`src/rtl/decoding_graph_settings.svh`:
```
`ifndef DECODING_GRAPH_SETTINGS_SVH
`define DECODING_GRAPH_SETTINGS_SVH

// lattice size
`define GRID_WIDTH_X 4 // rows of checks, north to south
`define GRID_WIDTH_Z 2 // checks per row, west to east
`define GRID_WIDTH_U 3 // measurement rounds, one layer each

// grow steps until a link counts as fully grown
// every link has the same weight
`define MAX_WEIGHT 2

`endif

```
`src/rtl/decoding_graph_pkg.sv`:
```
`include "decoding_graph_settings.svh"

package decoding_graph_pkg;

    localparam int X_BIT_WIDTH = $clog2(`GRID_WIDTH_X);
    localparam int Z_BIT_WIDTH = $clog2(`GRID_WIDTH_Z);
    localparam int U_BIT_WIDTH = $clog2(`GRID_WIDTH_U);
    localparam int LINK_BIT_WIDTH = $clog2(`MAX_WEIGHT + 1);

    localparam int PU_COUNT_PER_ROUND = `GRID_WIDTH_X * `GRID_WIDTH_Z;
    localparam int PU_COUNT = PU_COUNT_PER_ROUND * `GRID_WIDTH_U;
    localparam int NEIGHBOR_COUNT = 6; // north, south, west, east, down, up

    typedef enum logic [1:0] {
        stage_idle,
        stage_load,
        stage_grow,
        stage_merge
    } stage_t;

    typedef struct packed {
        logic [U_BIT_WIDTH-1:0] round;
        logic [X_BIT_WIDTH-1:0] x;
        logic [Z_BIT_WIDTH-1:0] z;
    } address_t;

    typedef logic [LINK_BIT_WIDTH-1:0] link_count_t;

    typedef struct packed {
        address_t root;
        logic     occupied;    // cluster holds a defect
        logic     on_boundary; // cluster reaches a grown boundary link
    } pu_status_t;

    typedef pu_status_t [PU_COUNT-1:0] status_vec_t;

    // vertex position in status_vec_t to its address
    function automatic address_t vertex_address(int index);
        address_t addr;
        addr.round = U_BIT_WIDTH'(index / PU_COUNT_PER_ROUND);
        addr.x     = X_BIT_WIDTH'((index % PU_COUNT_PER_ROUND) / `GRID_WIDTH_Z);
        addr.z     = Z_BIT_WIDTH'(index % `GRID_WIDTH_Z);
        return addr;
    endfunction

endpackage

```
`src/rtl/measurement_round_loader.sv`:
```
`timescale 1ns/10ps
`include "decoding_graph_settings.svh"

module measurement_round_loader (
    input  logic                                              clk_i,
    input  logic                                              reset_i,
    input  decoding_graph_pkg::stage_t                        global_stage_i,
    input  logic [decoding_graph_pkg::PU_COUNT_PER_ROUND-1:0] measurements_i,
    output logic [decoding_graph_pkg::PU_COUNT-1:0]           defects_o
);

    import decoding_graph_pkg::*;

    // one slice per round, round 0 in the low slice
    logic [`GRID_WIDTH_U-1:0][PU_COUNT_PER_ROUND-1:0] rounds_q;

    always_ff @(posedge clk_i) begin
        if (reset_i) begin
            rounds_q <= '0;
        end else if (global_stage_i == stage_load) begin
            for (int k = 0; k < `GRID_WIDTH_U - 1; k++) begin
                rounds_q[k] <= rounds_q[k+1]; // older rounds sink one layer
            end
            rounds_q[`GRID_WIDTH_U-1] <= measurements_i; // newest round on top
        end
    end

    // slice order already matches vertex address order
    assign defects_o = rounds_q;

endmodule

```
`src/rtl/neighbor_link.sv`:
```
`timescale 1ns/10ps
`include "decoding_graph_settings.svh"

module neighbor_link (
    input  logic                       clk_i,
    input  logic                       reset_i,
    input  decoding_graph_pkg::stage_t global_stage_i,
    input  logic                       a_occupied_i,
    input  logic                       b_occupied_i,
    output logic                       fully_grown_o
);

    import decoding_graph_pkg::*;

    localparam link_count_t FULL_COUNT = link_count_t'(`MAX_WEIGHT);

    link_count_t             count_q;
    logic [LINK_BIT_WIDTH:0] grown_sum; // spare bit holds the overflow

    // each occupied endpoint pushes the link by one step
    assign grown_sum = count_q + a_occupied_i + b_occupied_i;

    always_ff @(posedge clk_i) begin
        if (reset_i || global_stage_i == stage_load) begin
            count_q <= '0;
        end else if (global_stage_i == stage_grow) begin
            if (grown_sum >= FULL_COUNT) begin
                count_q <= FULL_COUNT; // saturate
            end else begin
                count_q <= link_count_t'(grown_sum);
            end
        end
    end

    assign fully_grown_o = (count_q == FULL_COUNT);

endmodule

```
`src/rtl/processing_unit.sv`:
```
`timescale 1ns/10ps

module processing_unit #(
    parameter decoding_graph_pkg::address_t ADDRESS = '0
) (
    input  logic                                                    clk_i,
    input  logic                                                    reset_i,
    input  decoding_graph_pkg::stage_t                              global_stage_i,
    input  logic                                                    defect_i,
    input  logic [decoding_graph_pkg::NEIGHBOR_COUNT-1:0]           neighbor_grown_i,
    input  decoding_graph_pkg::pu_status_t [decoding_graph_pkg::NEIGHBOR_COUNT-1:0]
                                                                    neighbor_status_i,
    input  logic                                                    boundary_grown_i,
    output decoding_graph_pkg::pu_status_t                          status_o,
    output logic                                                    changed_o
);

    import decoding_graph_pkg::*;

    pu_status_t status_q;
    pu_status_t merged;
    stage_t     stage_q; // stage seen in the previous cycle
    logic       reload;
    logic       changed_q;

    // The loader presents a new round one cycle after it shifts, so the vertex
    // also reloads in the first cycle after the load stage ends. The controller
    // is expected to hold an idle cycle there before growing.
    assign reload = (global_stage_i == stage_load) || (stage_q == stage_load);

    // fold in every neighbor reached over a fully grown link
    always_comb begin
        merged = status_q;
        for (int n = 0; n < NEIGHBOR_COUNT; n++) begin
            if (neighbor_grown_i[n]) begin
                if (neighbor_status_i[n].root < merged.root) begin
                    merged.root = neighbor_status_i[n].root; // smallest address wins
                end
                merged.occupied    = merged.occupied | neighbor_status_i[n].occupied;
                merged.on_boundary = merged.on_boundary | neighbor_status_i[n].on_boundary;
            end
        end
        if (boundary_grown_i) begin
            merged.on_boundary = 1'b1;
        end
    end

    always_ff @(posedge clk_i) begin
        if (reset_i) begin
            status_q  <= '{root: ADDRESS, occupied: 1'b0, on_boundary: 1'b0};
            stage_q   <= stage_idle;
            changed_q <= 1'b0;
        end else begin
            stage_q   <= global_stage_i;
            changed_q <= 1'b0; // only merge updates count as activity
            if (reload) begin
                status_q <= '{root: ADDRESS, occupied: defect_i, on_boundary: 1'b0};
            end else if (global_stage_i == stage_merge) begin
                status_q  <= merged;
                changed_q <= (merged != status_q);
            end
        end
    end

    assign status_o  = status_q;
    assign changed_o = changed_q;

endmodule

```
`src/rtl/decoding_graph_array.sv`:
```
`timescale 1ns/10ps
`include "decoding_graph_settings.svh"

module decoding_graph_array (
    input  logic                                    clk_i,
    input  logic                                    reset_i,
    input  decoding_graph_pkg::stage_t              global_stage_i,
    input  logic [decoding_graph_pkg::PU_COUNT-1:0] defects_i,
    output decoding_graph_pkg::status_vec_t         status_o,
    output logic [decoding_graph_pkg::PU_COUNT-1:0] changed_o
);

    import decoding_graph_pkg::*;

    localparam int DIR_NORTH = 0;
    localparam int DIR_SOUTH = 1;
    localparam int DIR_WEST  = 2;
    localparam int DIR_EAST  = 3;
    localparam int DIR_DOWN  = 4;
    localparam int DIR_UP    = 5;

    // both ends of an internal link read the same grown flag
    wire [NEIGHBOR_COUNT-1:0] link_grown [PU_COUNT];
    wire [PU_COUNT-1:0]       boundary_grown;

    for (genvar k = 0; k < `GRID_WIDTH_U; k++) begin : g_round
        for (genvar i = 0; i < `GRID_WIDTH_X; i++) begin : g_row
            for (genvar j = 0; j < `GRID_WIDTH_Z; j++) begin : g_col
                localparam int V = k * PU_COUNT_PER_ROUND + i * `GRID_WIDTH_Z + j;
                // missing neighbors point back at the vertex itself
                localparam int NORTH_V = (i > 0) ? V - `GRID_WIDTH_Z : V;
                localparam int SOUTH_V = (i < `GRID_WIDTH_X - 1) ? V + `GRID_WIDTH_Z : V;
                localparam int WEST_V  = (j > 0) ? V - 1 : V;
                localparam int EAST_V  = (j < `GRID_WIDTH_Z - 1) ? V + 1 : V;
                localparam int DOWN_V  = (k > 0) ? V - PU_COUNT_PER_ROUND : V;
                localparam int UP_V    = (k < `GRID_WIDTH_U - 1) ? V + PU_COUNT_PER_ROUND : V;

                pu_status_t [NEIGHBOR_COUNT-1:0] neighbor_status;

                assign neighbor_status[DIR_NORTH] = status_o[NORTH_V];
                assign neighbor_status[DIR_SOUTH] = status_o[SOUTH_V];
                assign neighbor_status[DIR_WEST]  = status_o[WEST_V];
                assign neighbor_status[DIR_EAST]  = status_o[EAST_V];
                assign neighbor_status[DIR_DOWN]  = status_o[DOWN_V];
                assign neighbor_status[DIR_UP]    = status_o[UP_V];

                processing_unit #(
                    .ADDRESS(vertex_address(V))
                ) u_pu (
                    .clk_i            (clk_i),
                    .reset_i          (reset_i),
                    .global_stage_i   (global_stage_i),
                    .defect_i         (defects_i[V]),
                    .neighbor_grown_i (link_grown[V]),
                    .neighbor_status_i(neighbor_status),
                    .boundary_grown_i (boundary_grown[V]),
                    .status_o         (status_o[V]),
                    .changed_o        (changed_o[V])
                );

                // each vertex owns its south, east and up links
                if (i < `GRID_WIDTH_X - 1) begin : g_south
                    neighbor_link u_link (
                        .clk_i(clk_i), .reset_i(reset_i), .global_stage_i(global_stage_i),
                        .a_occupied_i (status_o[V].occupied),
                        .b_occupied_i (status_o[SOUTH_V].occupied),
                        .fully_grown_o(link_grown[V][DIR_SOUTH])
                    );
                    assign link_grown[SOUTH_V][DIR_NORTH] = link_grown[V][DIR_SOUTH];
                end else begin : g_no_south
                    assign link_grown[V][DIR_SOUTH] = 1'b0;
                end

                if (j < `GRID_WIDTH_Z - 1) begin : g_east
                    neighbor_link u_link (
                        .clk_i(clk_i), .reset_i(reset_i), .global_stage_i(global_stage_i),
                        .a_occupied_i (status_o[V].occupied),
                        .b_occupied_i (status_o[EAST_V].occupied),
                        .fully_grown_o(link_grown[V][DIR_EAST])
                    );
                    assign link_grown[EAST_V][DIR_WEST] = link_grown[V][DIR_EAST];
                end else begin : g_no_east
                    assign link_grown[V][DIR_EAST] = 1'b0;
                end

                if (k < `GRID_WIDTH_U - 1) begin : g_up
                    neighbor_link u_link (
                        .clk_i(clk_i), .reset_i(reset_i), .global_stage_i(global_stage_i),
                        .a_occupied_i (status_o[V].occupied),
                        .b_occupied_i (status_o[UP_V].occupied),
                        .fully_grown_o(link_grown[V][DIR_UP])
                    );
                    assign link_grown[UP_V][DIR_DOWN] = link_grown[V][DIR_UP];
                end else begin : g_no_up
                    assign link_grown[V][DIR_UP] = 1'b0;
                end

                if (i == 0) begin : g_no_north
                    assign link_grown[V][DIR_NORTH] = 1'b0;
                end
                if (j == 0) begin : g_no_west
                    assign link_grown[V][DIR_WEST] = 1'b0;
                end
                if (k == 0) begin : g_no_down
                    assign link_grown[V][DIR_DOWN] = 1'b0;
                end

                // north edge of row 0 and south edge of the last row
                if (i == 0 || i == `GRID_WIDTH_X - 1) begin : g_boundary
                    neighbor_link u_link (
                        .clk_i(clk_i), .reset_i(reset_i), .global_stage_i(global_stage_i),
                        .a_occupied_i (status_o[V].occupied),
                        .b_occupied_i (1'b0), // single endpoint
                        .fully_grown_o(boundary_grown[V])
                    );
                end else begin : g_no_boundary
                    assign boundary_grown[V] = 1'b0;
                end
            end
        end
    end

endmodule

```
`src/rtl/status_collector.sv`:
```
`timescale 1ns/10ps

module status_collector (
    input  logic                                    clk_i,
    input  logic                                    reset_i,
    input  decoding_graph_pkg::status_vec_t         status_i,
    input  logic [decoding_graph_pkg::PU_COUNT-1:0] changed_i,
    output decoding_graph_pkg::status_vec_t         status_o,
    output logic                                    busy_o
);

    import decoding_graph_pkg::*;

    status_vec_t status_q;
    logic        busy_q;

    always_ff @(posedge clk_i) begin
        if (reset_i) begin
            for (int v = 0; v < PU_COUNT; v++) begin
                status_q[v] <= '{root: vertex_address(v), occupied: 1'b0, on_boundary: 1'b0};
            end
            busy_q <= 1'b0;
        end else begin
            status_q <= status_i;
            busy_q   <= |changed_i; // any vertex still moving
        end
    end

    assign status_o = status_q;
    assign busy_o   = busy_q;

endmodule

```
`src/rtl/decoding_graph.sv`:
```
`timescale 1ns/10ps

module decoding_graph (
    input  logic                                              clk_i,
    input  logic                                              reset_i,
    input  decoding_graph_pkg::stage_t                        global_stage_i,
    input  logic [decoding_graph_pkg::PU_COUNT_PER_ROUND-1:0] measurements_i,
    output decoding_graph_pkg::status_vec_t                   status_o,
    output logic                                              busy_o
);

    import decoding_graph_pkg::*;

    logic [PU_COUNT-1:0] defects;
    status_vec_t         array_status;
    logic [PU_COUNT-1:0] array_changed;

    measurement_round_loader u_loader (
        .clk_i         (clk_i),
        .reset_i       (reset_i),
        .global_stage_i(global_stage_i),
        .measurements_i(measurements_i),
        .defects_o     (defects)
    );

    decoding_graph_array u_array (
        .clk_i         (clk_i),
        .reset_i       (reset_i),
        .global_stage_i(global_stage_i),
        .defects_i     (defects),
        .status_o      (array_status),
        .changed_o     (array_changed)
    );

    status_collector u_collector (
        .clk_i    (clk_i),
        .reset_i  (reset_i),
        .status_i (array_status),
        .changed_i(array_changed),
        .status_o (status_o),
        .busy_o   (busy_o)
    );

endmodule

```
`config.mk`:
```
export PLATFORM = sky130hd
export DESIGN_NAME = decoding_graph
export DESIGN_NICKNAME = d
export VERILOG_FILES = /design/src/rtl/decoding_graph_pkg.sv /design/src/rtl/measurement_round_loader.sv /design/src/rtl/neighbor_link.sv /design/src/rtl/processing_unit.sv /design/src/rtl/decoding_graph_array.sv /design/src/rtl/status_collector.sv /design/src/rtl/decoding_graph.sv
export VERILOG_INCLUDE_DIRS = /design/src /design/src/rtl
export SDC_FILE = /design/constraint.sdc
export NUM_CORES = 2
export LEC_CHECK = 0
export ABC_CLOCK_PERIOD_IN_PS = 24300
export BUFFER_PORTS_ARGS = -buffer_cell sky130_fd_sc_hd__buf_4
export CAP_MARGIN = 20
export CELL_PAD_IN_SITES_DETAIL_PLACEMENT = 1
export CELL_PAD_IN_SITES_GLOBAL_PLACEMENT = 1
export CORE_UTILIZATION = 30
export CTS_BUF_LIST = sky130_fd_sc_hd__clkbuf_8 sky130_fd_sc_hd__clkbuf_16
export CTS_CLUSTER_DIAMETER = 150
export DETAILED_ROUTE_END_ITERATION = 12
export PLACE_DENSITY_LB_ADDON = 0.3
export SETUP_SLACK_MARGIN = 0.15
export SLEW_MARGIN = 20
export SYNTH_ARGS = -nofsm -noshare
export SYNTH_HDL_FRONTEND = slang
export SYNTH_SLANG_ARGS = --single-unit
```
`constraint.sdc`:
```
create_clock -name clk_i -period 24.3 [get_ports clk_i]
set_input_delay 6.075 -clock clk_i [delete_from_list [all_inputs] [get_ports clk_i]]
set_output_delay 6.075 -clock clk_i [all_outputs]
set_load 0.01 [all_outputs]
```
# After elaboration in Yosys (flattened, before gate mapping)
# Index checks and enable logic that the tools add are counted.
[totals]
register_bits = 503
inputBits = 12
output_inout_bits = 169
[classes]
add_sub_neg = 104
order_cmp = 150
eq_ne = 86
n_mux = 302
bitwise = 173
reduce_logical = 6
[ops]
columns = ["operator", "count"]
rows = [
  ["two-way mux 7 bit", 92],
  ["less-than comparator 5 bit", 92],
  ["two-way mux 5 bit", 92],
  ["two-way mux 2 bit", 106],
  ["adder 2 x 1 -> 3 bit", 58],
  [">= comparator 3 x 2 -> 1 bit, second input constant", 58],
  ["OR 1 bit", 172],
  ["inequality test 7 bit", 24],
  ["adder 3 x 1 -> 3 bit", 46],
  ["== test 2 bit, second input constant", 60],
  ["OR reduction 24 bit", 1],
  ["two-way mux 1 bit", 12],
  ["== test 2 x 1 -> 1 bit, second input constant", 2],
  ["OR reduction 3 bit", 1],
  ["logical OR 1 bit", 2],
  ["nonzero test 2 bit", 1],
  ["OR reduction 2 bit", 1],
  ["inverter 1 bit", 1],
]

# Depth between registers and ports, before layout
[logic_depth]
word_depth = 17
ltp_mapped = 45

# Hierarchy
# A second synthesis with hierarchy kept.
[hier_totals]
cells_unflattened = 7828
area_unflattened_um2 = 61337.6
[by_module_without_submodules]
columns = ["module", "instances", "cells_each", "area_each_um2", "seq_area_each_um2"]
rows = [
  ["neighbor_link", 58, 17, 156.4, 40.0],
  ["status_collector", 1, 363, 4598.2, 3383.2],
  ["processing_unit (u_array.g_round[0].g_row[1].g_col[1].u_pu ...)", 2, 269, 1960.6, 200.2],
  ["processing_unit (u_array.g_round[0].g_row[2].g_col[0].u_pu ...)", 2, 265, 1931.9, 200.2],
  ["processing_unit (u_array.g_round[0].g_row[3].g_col[0].u_pu ...)", 2, 265, 1908.1, 200.2],
  ["processing_unit (u_array.g_round[2].g_row[3].g_col[0].u_pu)", 1, 272, 2098.3, 200.2],
  ["processing_unit (u_array.g_round[2].g_row[3].g_col[1].u_pu)", 1, 268, 1999.4, 200.2],
  ["processing_unit (u_array.g_round[1].g_row[2].g_col[1].u_pu)", 1, 272, 1968.1, 200.2],
  ["processing_unit (u_array.g_round[0].g_row[0].g_col[1].u_pu)", 1, 268, 1965.6, 200.2],
  ["processing_unit (u_array.g_round[1].g_row[3].g_col[1].u_pu)", 1, 272, 1964.4, 200.2],
  ["processing_unit (u_array.g_round[0].g_row[3].g_col[1].u_pu)", 1, 271, 1963.1, 200.2],
  ["processing_unit (u_array.g_round[2].g_row[1].g_col[1].u_pu)", 1, 271, 1961.9, 200.2],
  ["processing_unit (u_array.g_round[0].g_row[2].g_col[1].u_pu)", 1, 268, 1958.1, 200.2],
  ["processing_unit (u_array.g_round[2].g_row[2].g_col[1].u_pu)", 1, 270, 1958.1, 200.2],
  ["11 more rows", "--", "--", "--", "--"],
]

# Worst setup path before layout
# No wires, ideal clock.
[synth_timing]
path_kind = "register -> register"
from = "register u_array.g_round[1].g_row[1].g_col[1].u_pu.status_q (netlist bit u_array.g_round[1].g_row[1].g_col[1].u_pu.status_o[3])"
to = "register u_array.g_round[1].g_row[1].g_col[1].u_pu.changed_q"
setup_ps = 133
arrival_time_ps = 8430
t_required_ps = 24167
slack_ps = 15738
path_stages_with_launch = 41
n_path_buf = 4
cell_sequence = "dfxtp_1 clkbuf_1 clkinv_1 ha_1 nor2b_1 o31ai_1 a21oi_2 mux2i_1 ha_1 a31o_2 o221ai_2 and2_1 buf_4 mux2i_1 inv_1 ha_1 or3_1 nor2_1 [5 not listed] nand2_1 o21ai_0 inv_1 ha_1 or3_1 nor2_1 nor4b_1 a21oi_2 a31oi_2 mux2_2 ha_1 a21o_1 a211o_1 a21oi_2 buf_6 mux2i_1 o211a_1 a31oi_1"
[synth_via]
elab_chain_len = 16
[synth_lines]
columns = ["element", "line", "rtl"]
rows = [
  ["from (decl)", "processing_unit.sv:20", "pu_status_t status_q;"],
  ["from (signal assigned)", "processing_unit.sv:50", "status_q <= '{root: ADDRESS, occupied: 1'b0, on_boundary: 1'b0};"],
  ["from (signal assigned)", "processing_unit.sv:57", "status_q <= '{root: ADDRESS, occupied: defect_i, on_boundary: 1'b0};"],
  ["from (signal assigned)", "processing_unit.sv:59", "status_q <= merged;"],
  ["less-than comparator 5 bit", "processing_unit.sv:36", "if (neighbor_status_i[n].root < merged.root) begin"],
  ["two-way mux 5 bit", "processing_unit.sv:36", ""],
  ["two-way mux 7 bit", "processing_unit.sv:35", "if (neighbor_grown_i[n]) begin"],
  ["less-than comparator 5 bit", "processing_unit.sv:36", ""],
  ["two-way mux 5 bit", "processing_unit.sv:36", ""],
  ["two-way mux 7 bit", "processing_unit.sv:35", ""],
  ["less-than comparator 5 bit", "processing_unit.sv:36", ""],
  ["two-way mux 5 bit", "processing_unit.sv:36", ""],
  ["two-way mux 7 bit", "processing_unit.sv:35", ""],
  ["less-than comparator 5 bit", "processing_unit.sv:36", ""],
  ["two-way mux 5 bit", "processing_unit.sv:36", ""],
  ["two-way mux 7 bit", "processing_unit.sv:35", ""],
  ["less-than comparator 5 bit", "processing_unit.sv:36", ""],
  ["two-way mux 5 bit", "processing_unit.sv:36", ""],
  ["two-way mux 7 bit", "processing_unit.sv:35", ""],
  ["inequality test 7 bit (*)", "processing_unit.sv:60", "changed_q <= (merged != status_q);"],
  ["to (signal assigned)", "processing_unit.sv:60", ""],
  ["to (decl)", "processing_unit.sv:24", "logic changed_q;"],
]
# Mark *: on every way between the ends. The rest lies on a longest branch, timed or not.
# A chain may end at the register's enable or synchronous reset.

# Worst setup path after layout
[layout_timing]
from = "register u_array.g_round[1].g_row[1].g_col[1].u_pu.status_q (netlist bit u_array.g_round[1].g_row[1].g_col[1].u_pu.status_o[5])"
to = "register u_array.g_round[1].g_row[1].g_col[1].u_pu.changed_q"
# Same word-level chain as after synthesis.

==> impl_metrics.ini <==
[setup_path]
cp.arrival_ps = 10740
cp_data_required_time_ps = 24800
r2r_setup_slack_ps = 14060
reg2reg_depth = 36
critPathSlowestCell = dfxtp_1
slowest_delay_ps = 720
cp_max_fo = 14
crit_top_cell = ha_1
crit_type = reg -> reg
setup.worst_path.start_class = flip-flop
crit_path_end_kind = flip-flop

[logic_synthesis]
synthCells = 4537
synth_fp_nets = 5015
synthFlopType = dfxtp_1
synth-seq-cells = 503
seq_area_frac_synth_pct = 27.3
synth_area_per_cell_um2 = 8.14
synth_cell_types = 106
ys_warn_count = 0
synthArstFlopShare_pct = 0
synth-edff-count = 0
syn-cell-area_mm2 = 0.0369

[final_layout]
final_nets = 5111
area.growth.synth_to_final_pct = 15.0
final_common_cell = dfxtp_1
drive_gt1_share_pct = 12.5
layout_common_cells = 503 x dfxtp_1, 485 x nor2_1, 420 x ha_1, 413 x inv_1, 356 x a21oi_1
final_area_mm2 = 0.0425

[min_path]
whs_path_depth = 2
hold_path.class = reg -> reg

[clocking]
post-cts-setup-buffers = 0
clk_pin_slew_ps = 60
cts_root_buf = clkbuf_16
cts_resized = 0
clock_path_buffers = 3
cts.sink_count = 503
cts_inserted_buffers = 68
tritoncts = built
clock_latency_ps = 660
htreeDepth = 3
ctsHoldBuffers = 0

[sta]
finalSetupTns_ps = 0
hold_viol = 0
rsz0062_at_grt = false
min_period_ps = 10240
drv_slew = 0
max_freq_ghz = 0.0976
skew_ps = 22.8
tightest_slew_ps = 1160
slew_headroom_pct = 22.5
finalSetupViolCount = 0
finalCritPeriodShare_pct = 42.2

[drt]
ant_nets = 0
wl_per_cell_um = 26.2
drt_wl_total_mm = 165
drc = 0
first_iter_violations = 2636
dr.pass1.iters = 5
vias = 35700
vias_per_cell = 5.66

[global_route]
grt_max_degree = 98
first_global_vias = 35400
grt_overflow = 0
antenna_found_initial = 13
grt_usage_pct = 25.8
grt_first_pass_wirelength_mm = 242

[power_and_ir_drop]
cellPowerDensity_mw_per_mm2 = 57.8
leakage_nw = 17.7
pwr-share-seq_pct = 35.6
switching_share_pct = 31.9
p_int_w = 0.00167
switchingPower_w = 0.000783
pwr-share-comb_pct = 19.4
ir_drop_mv = 0.0461
pwr-share-clk_pct = 44.9

[floorplanning]
fp.dieW_um = 353
pin_count = 181
initial_core_util_pct = 30.3
die_h_um = 353
rows = 128
die_area_mm2 = 0.125
design.core.area_mm2 = 0.122

[status]
status = finished clean

[place]
portBuffers = 180
dpl.hpwl_mm = 123
postPlaceCellArea_mm2 = 0.0401
place_congestion = 0.947

[run]
cap_violations = 0
==> cell type report <==
| class | instances | area [um^2] |
|---|---|---|
| Fill cell | 14500 | 79500 |
| Multi-Input combinational cell | 3385 | 24500 |
| Sequential cell | 503 | 10100 |
| Tap cell | 1625 | 2030 |
| Timing Repair Buffer | 263 | 1980 |
| Clock buffer | 76 | 1830 |
| Inverter | 412 | 1550 |
| Clock inverter | 43 | 564 |
| Antenna cell | 2 | 5.00 |
==> layer usage <==
layer | global-route usage (%) | vias to the layer above | wire length [um]
met2 | 40.1 | 1221 | 72100
li1 | - | 16300 | -
met4 | 10.2 | 2 | 6590
met3 | 4.52 | 309 | 11600
met5 | 0 | - | 12
met1 | 35.4 | 17800 | 75100
==> sequential cells by signal, indices dropped and copies added (netlist names) <==
signal / flops
u_collector.status_o: 168
u_array.g_round.g_row.g_col.g_up.u_link.count_q: 32
u_array.g_round.g_row.g_col.g_boundary.u_link.count_q: 24
u_array.g_round.g_row.g_col.u_pu.status_o: 168
u_array.g_round.g_row.g_col.g_south.u_link.count_q: 36
u_array.g_round.g_row.g_col.g_east.u_link.count_q: 24
u_array.g_round.g_row.g_col.u_pu.stage_q: 2
u_collector.busy_o: 1
u_loader.defects_o: 24
u_array.g_round.g_row.g_col.u_pu.changed_o: 24
==> metrics by stage <==
stage	utilization, %	setup WS, ps	hold slack (ps)	power, W	std cells
after floorplan	-	15740	436	0.00120	4537
after global placement	32.9	14480	448	0.00135	6187
after detailed placement	32.9	14200	459	0.00136	6187
after CTS	34.8	14130	467	0.00248	6306
after global routing	34.8	13280	489	0.00256	6307
final	34.8	14060	468	0.00246	6309
==> synth_stat cells, types with 12 or more instances <==
cell / number / area (um^2)
dfxtp_1: 503 / 10100
nor2_1: 487 / 1830
ha_1: 420 / 5260
inv_1: 402 / 1510
a21oi_1: 356 / 1780
nand2_1: 351 / 1320
clkbuf_1: 196 / 736
mux2i_1: 146 / 1460
a211oi_1: 141 / 1060
o21ai_0: 131 / 656
xnor2_1: 91 / 797
mux2_2: 90 / 1010
a21o_1: 77 / 578
o211ai_1: 69 / 518
or2_2: 65 / 407
nor3b_1: 63 / 473
o22ai_1: 63 / 394
nor3_1: 60 / 300
nor2b_1: 53 / 332
a22oi_1: 49 / 368
nand3b_1: 49 / 368
nand3_1: 47 / 235
fa_1: 46 / 921
o21a_1: 39 / 293
a31oi_1: 36 / 225
or3_1: 31 / 194
a221oi_1: 28 / 245
nor4_1: 28 / 175
nand2b_1: 27 / 169
o21ai_1: 24 / 120
a211o_1: 22 / 193
buf_1: 22 / 82.6
and2_1: 20 / 125
a41oi_1: 17 / 149
a221o_1: 15 / 150
a22o_1: 15 / 131
and3_1: 15 / 93.8
a2111oi_0: 13 / 114
buf_2: 13 / 65.1
o2111ai_1: 13 / 114
xor2_1: 12 / 105
==> critical path: cells and delay by family (launching register included) <==
kind / cells / cell delay [ps]
muxes: 4 / 1380
adders and majority gates: 5 / 1360
AOI/OAI and AO/OA: 15 / 3670
DFF: 1 / 720
and+or+nand+nor: 9 / 2340
buffers and inverters: 3 / 590
==> cell families (layout without fill, tap and decap cells) <==
kind of cell / count (synthesis) / after routing / synth area share (%)
DFF: 503 / 503 / 27.3
adders and majority gates: 475 / 475 / 17.0
buffers and inverters: 649 / 794 / 6.71
xor gates and xnor gates: 103 / 103 / 2.44
AOI/OAI and AO/OA: 1237 / 1237 / 22.8
other: 0 / 2 / 0
muxes: 240 / 240 / 6.83
and+or+nand+nor: 1330 / 1330 / 17.0
==> power groups by stage <==
stage / logic (W) / clock network (W) / registers (W)
2_1_floorplan: 0.000315 / 0 / 0.000882
5_1_grt: 0.000520 / 0.00116 / 0.000876
3_3_place_gp: 0.000458 / 0 / 0.000892
3_5_place_dp: 0.000467 / 0 / 0.000892
4_1_cts: 0.000470 / 0.00113 / 0.000874
6_report: 0.000478 / 0.00110 / 0.000875
==> how the worst max path moves through the flow <==
stage | from | endpoint | slack [ps]
final | flip-flop | flip-flop | 14060
after CTS | flip-flop | flip-flop | 14130
after global routing | flip-flop | flip-flop | 13280
after global placement | flip-flop | flip-flop | 14480
after detailed placement | flip-flop | flip-flop | 14200
after floorplan | flip-flop | flip-flop | 15740
(Power assumes the default switching activity.)
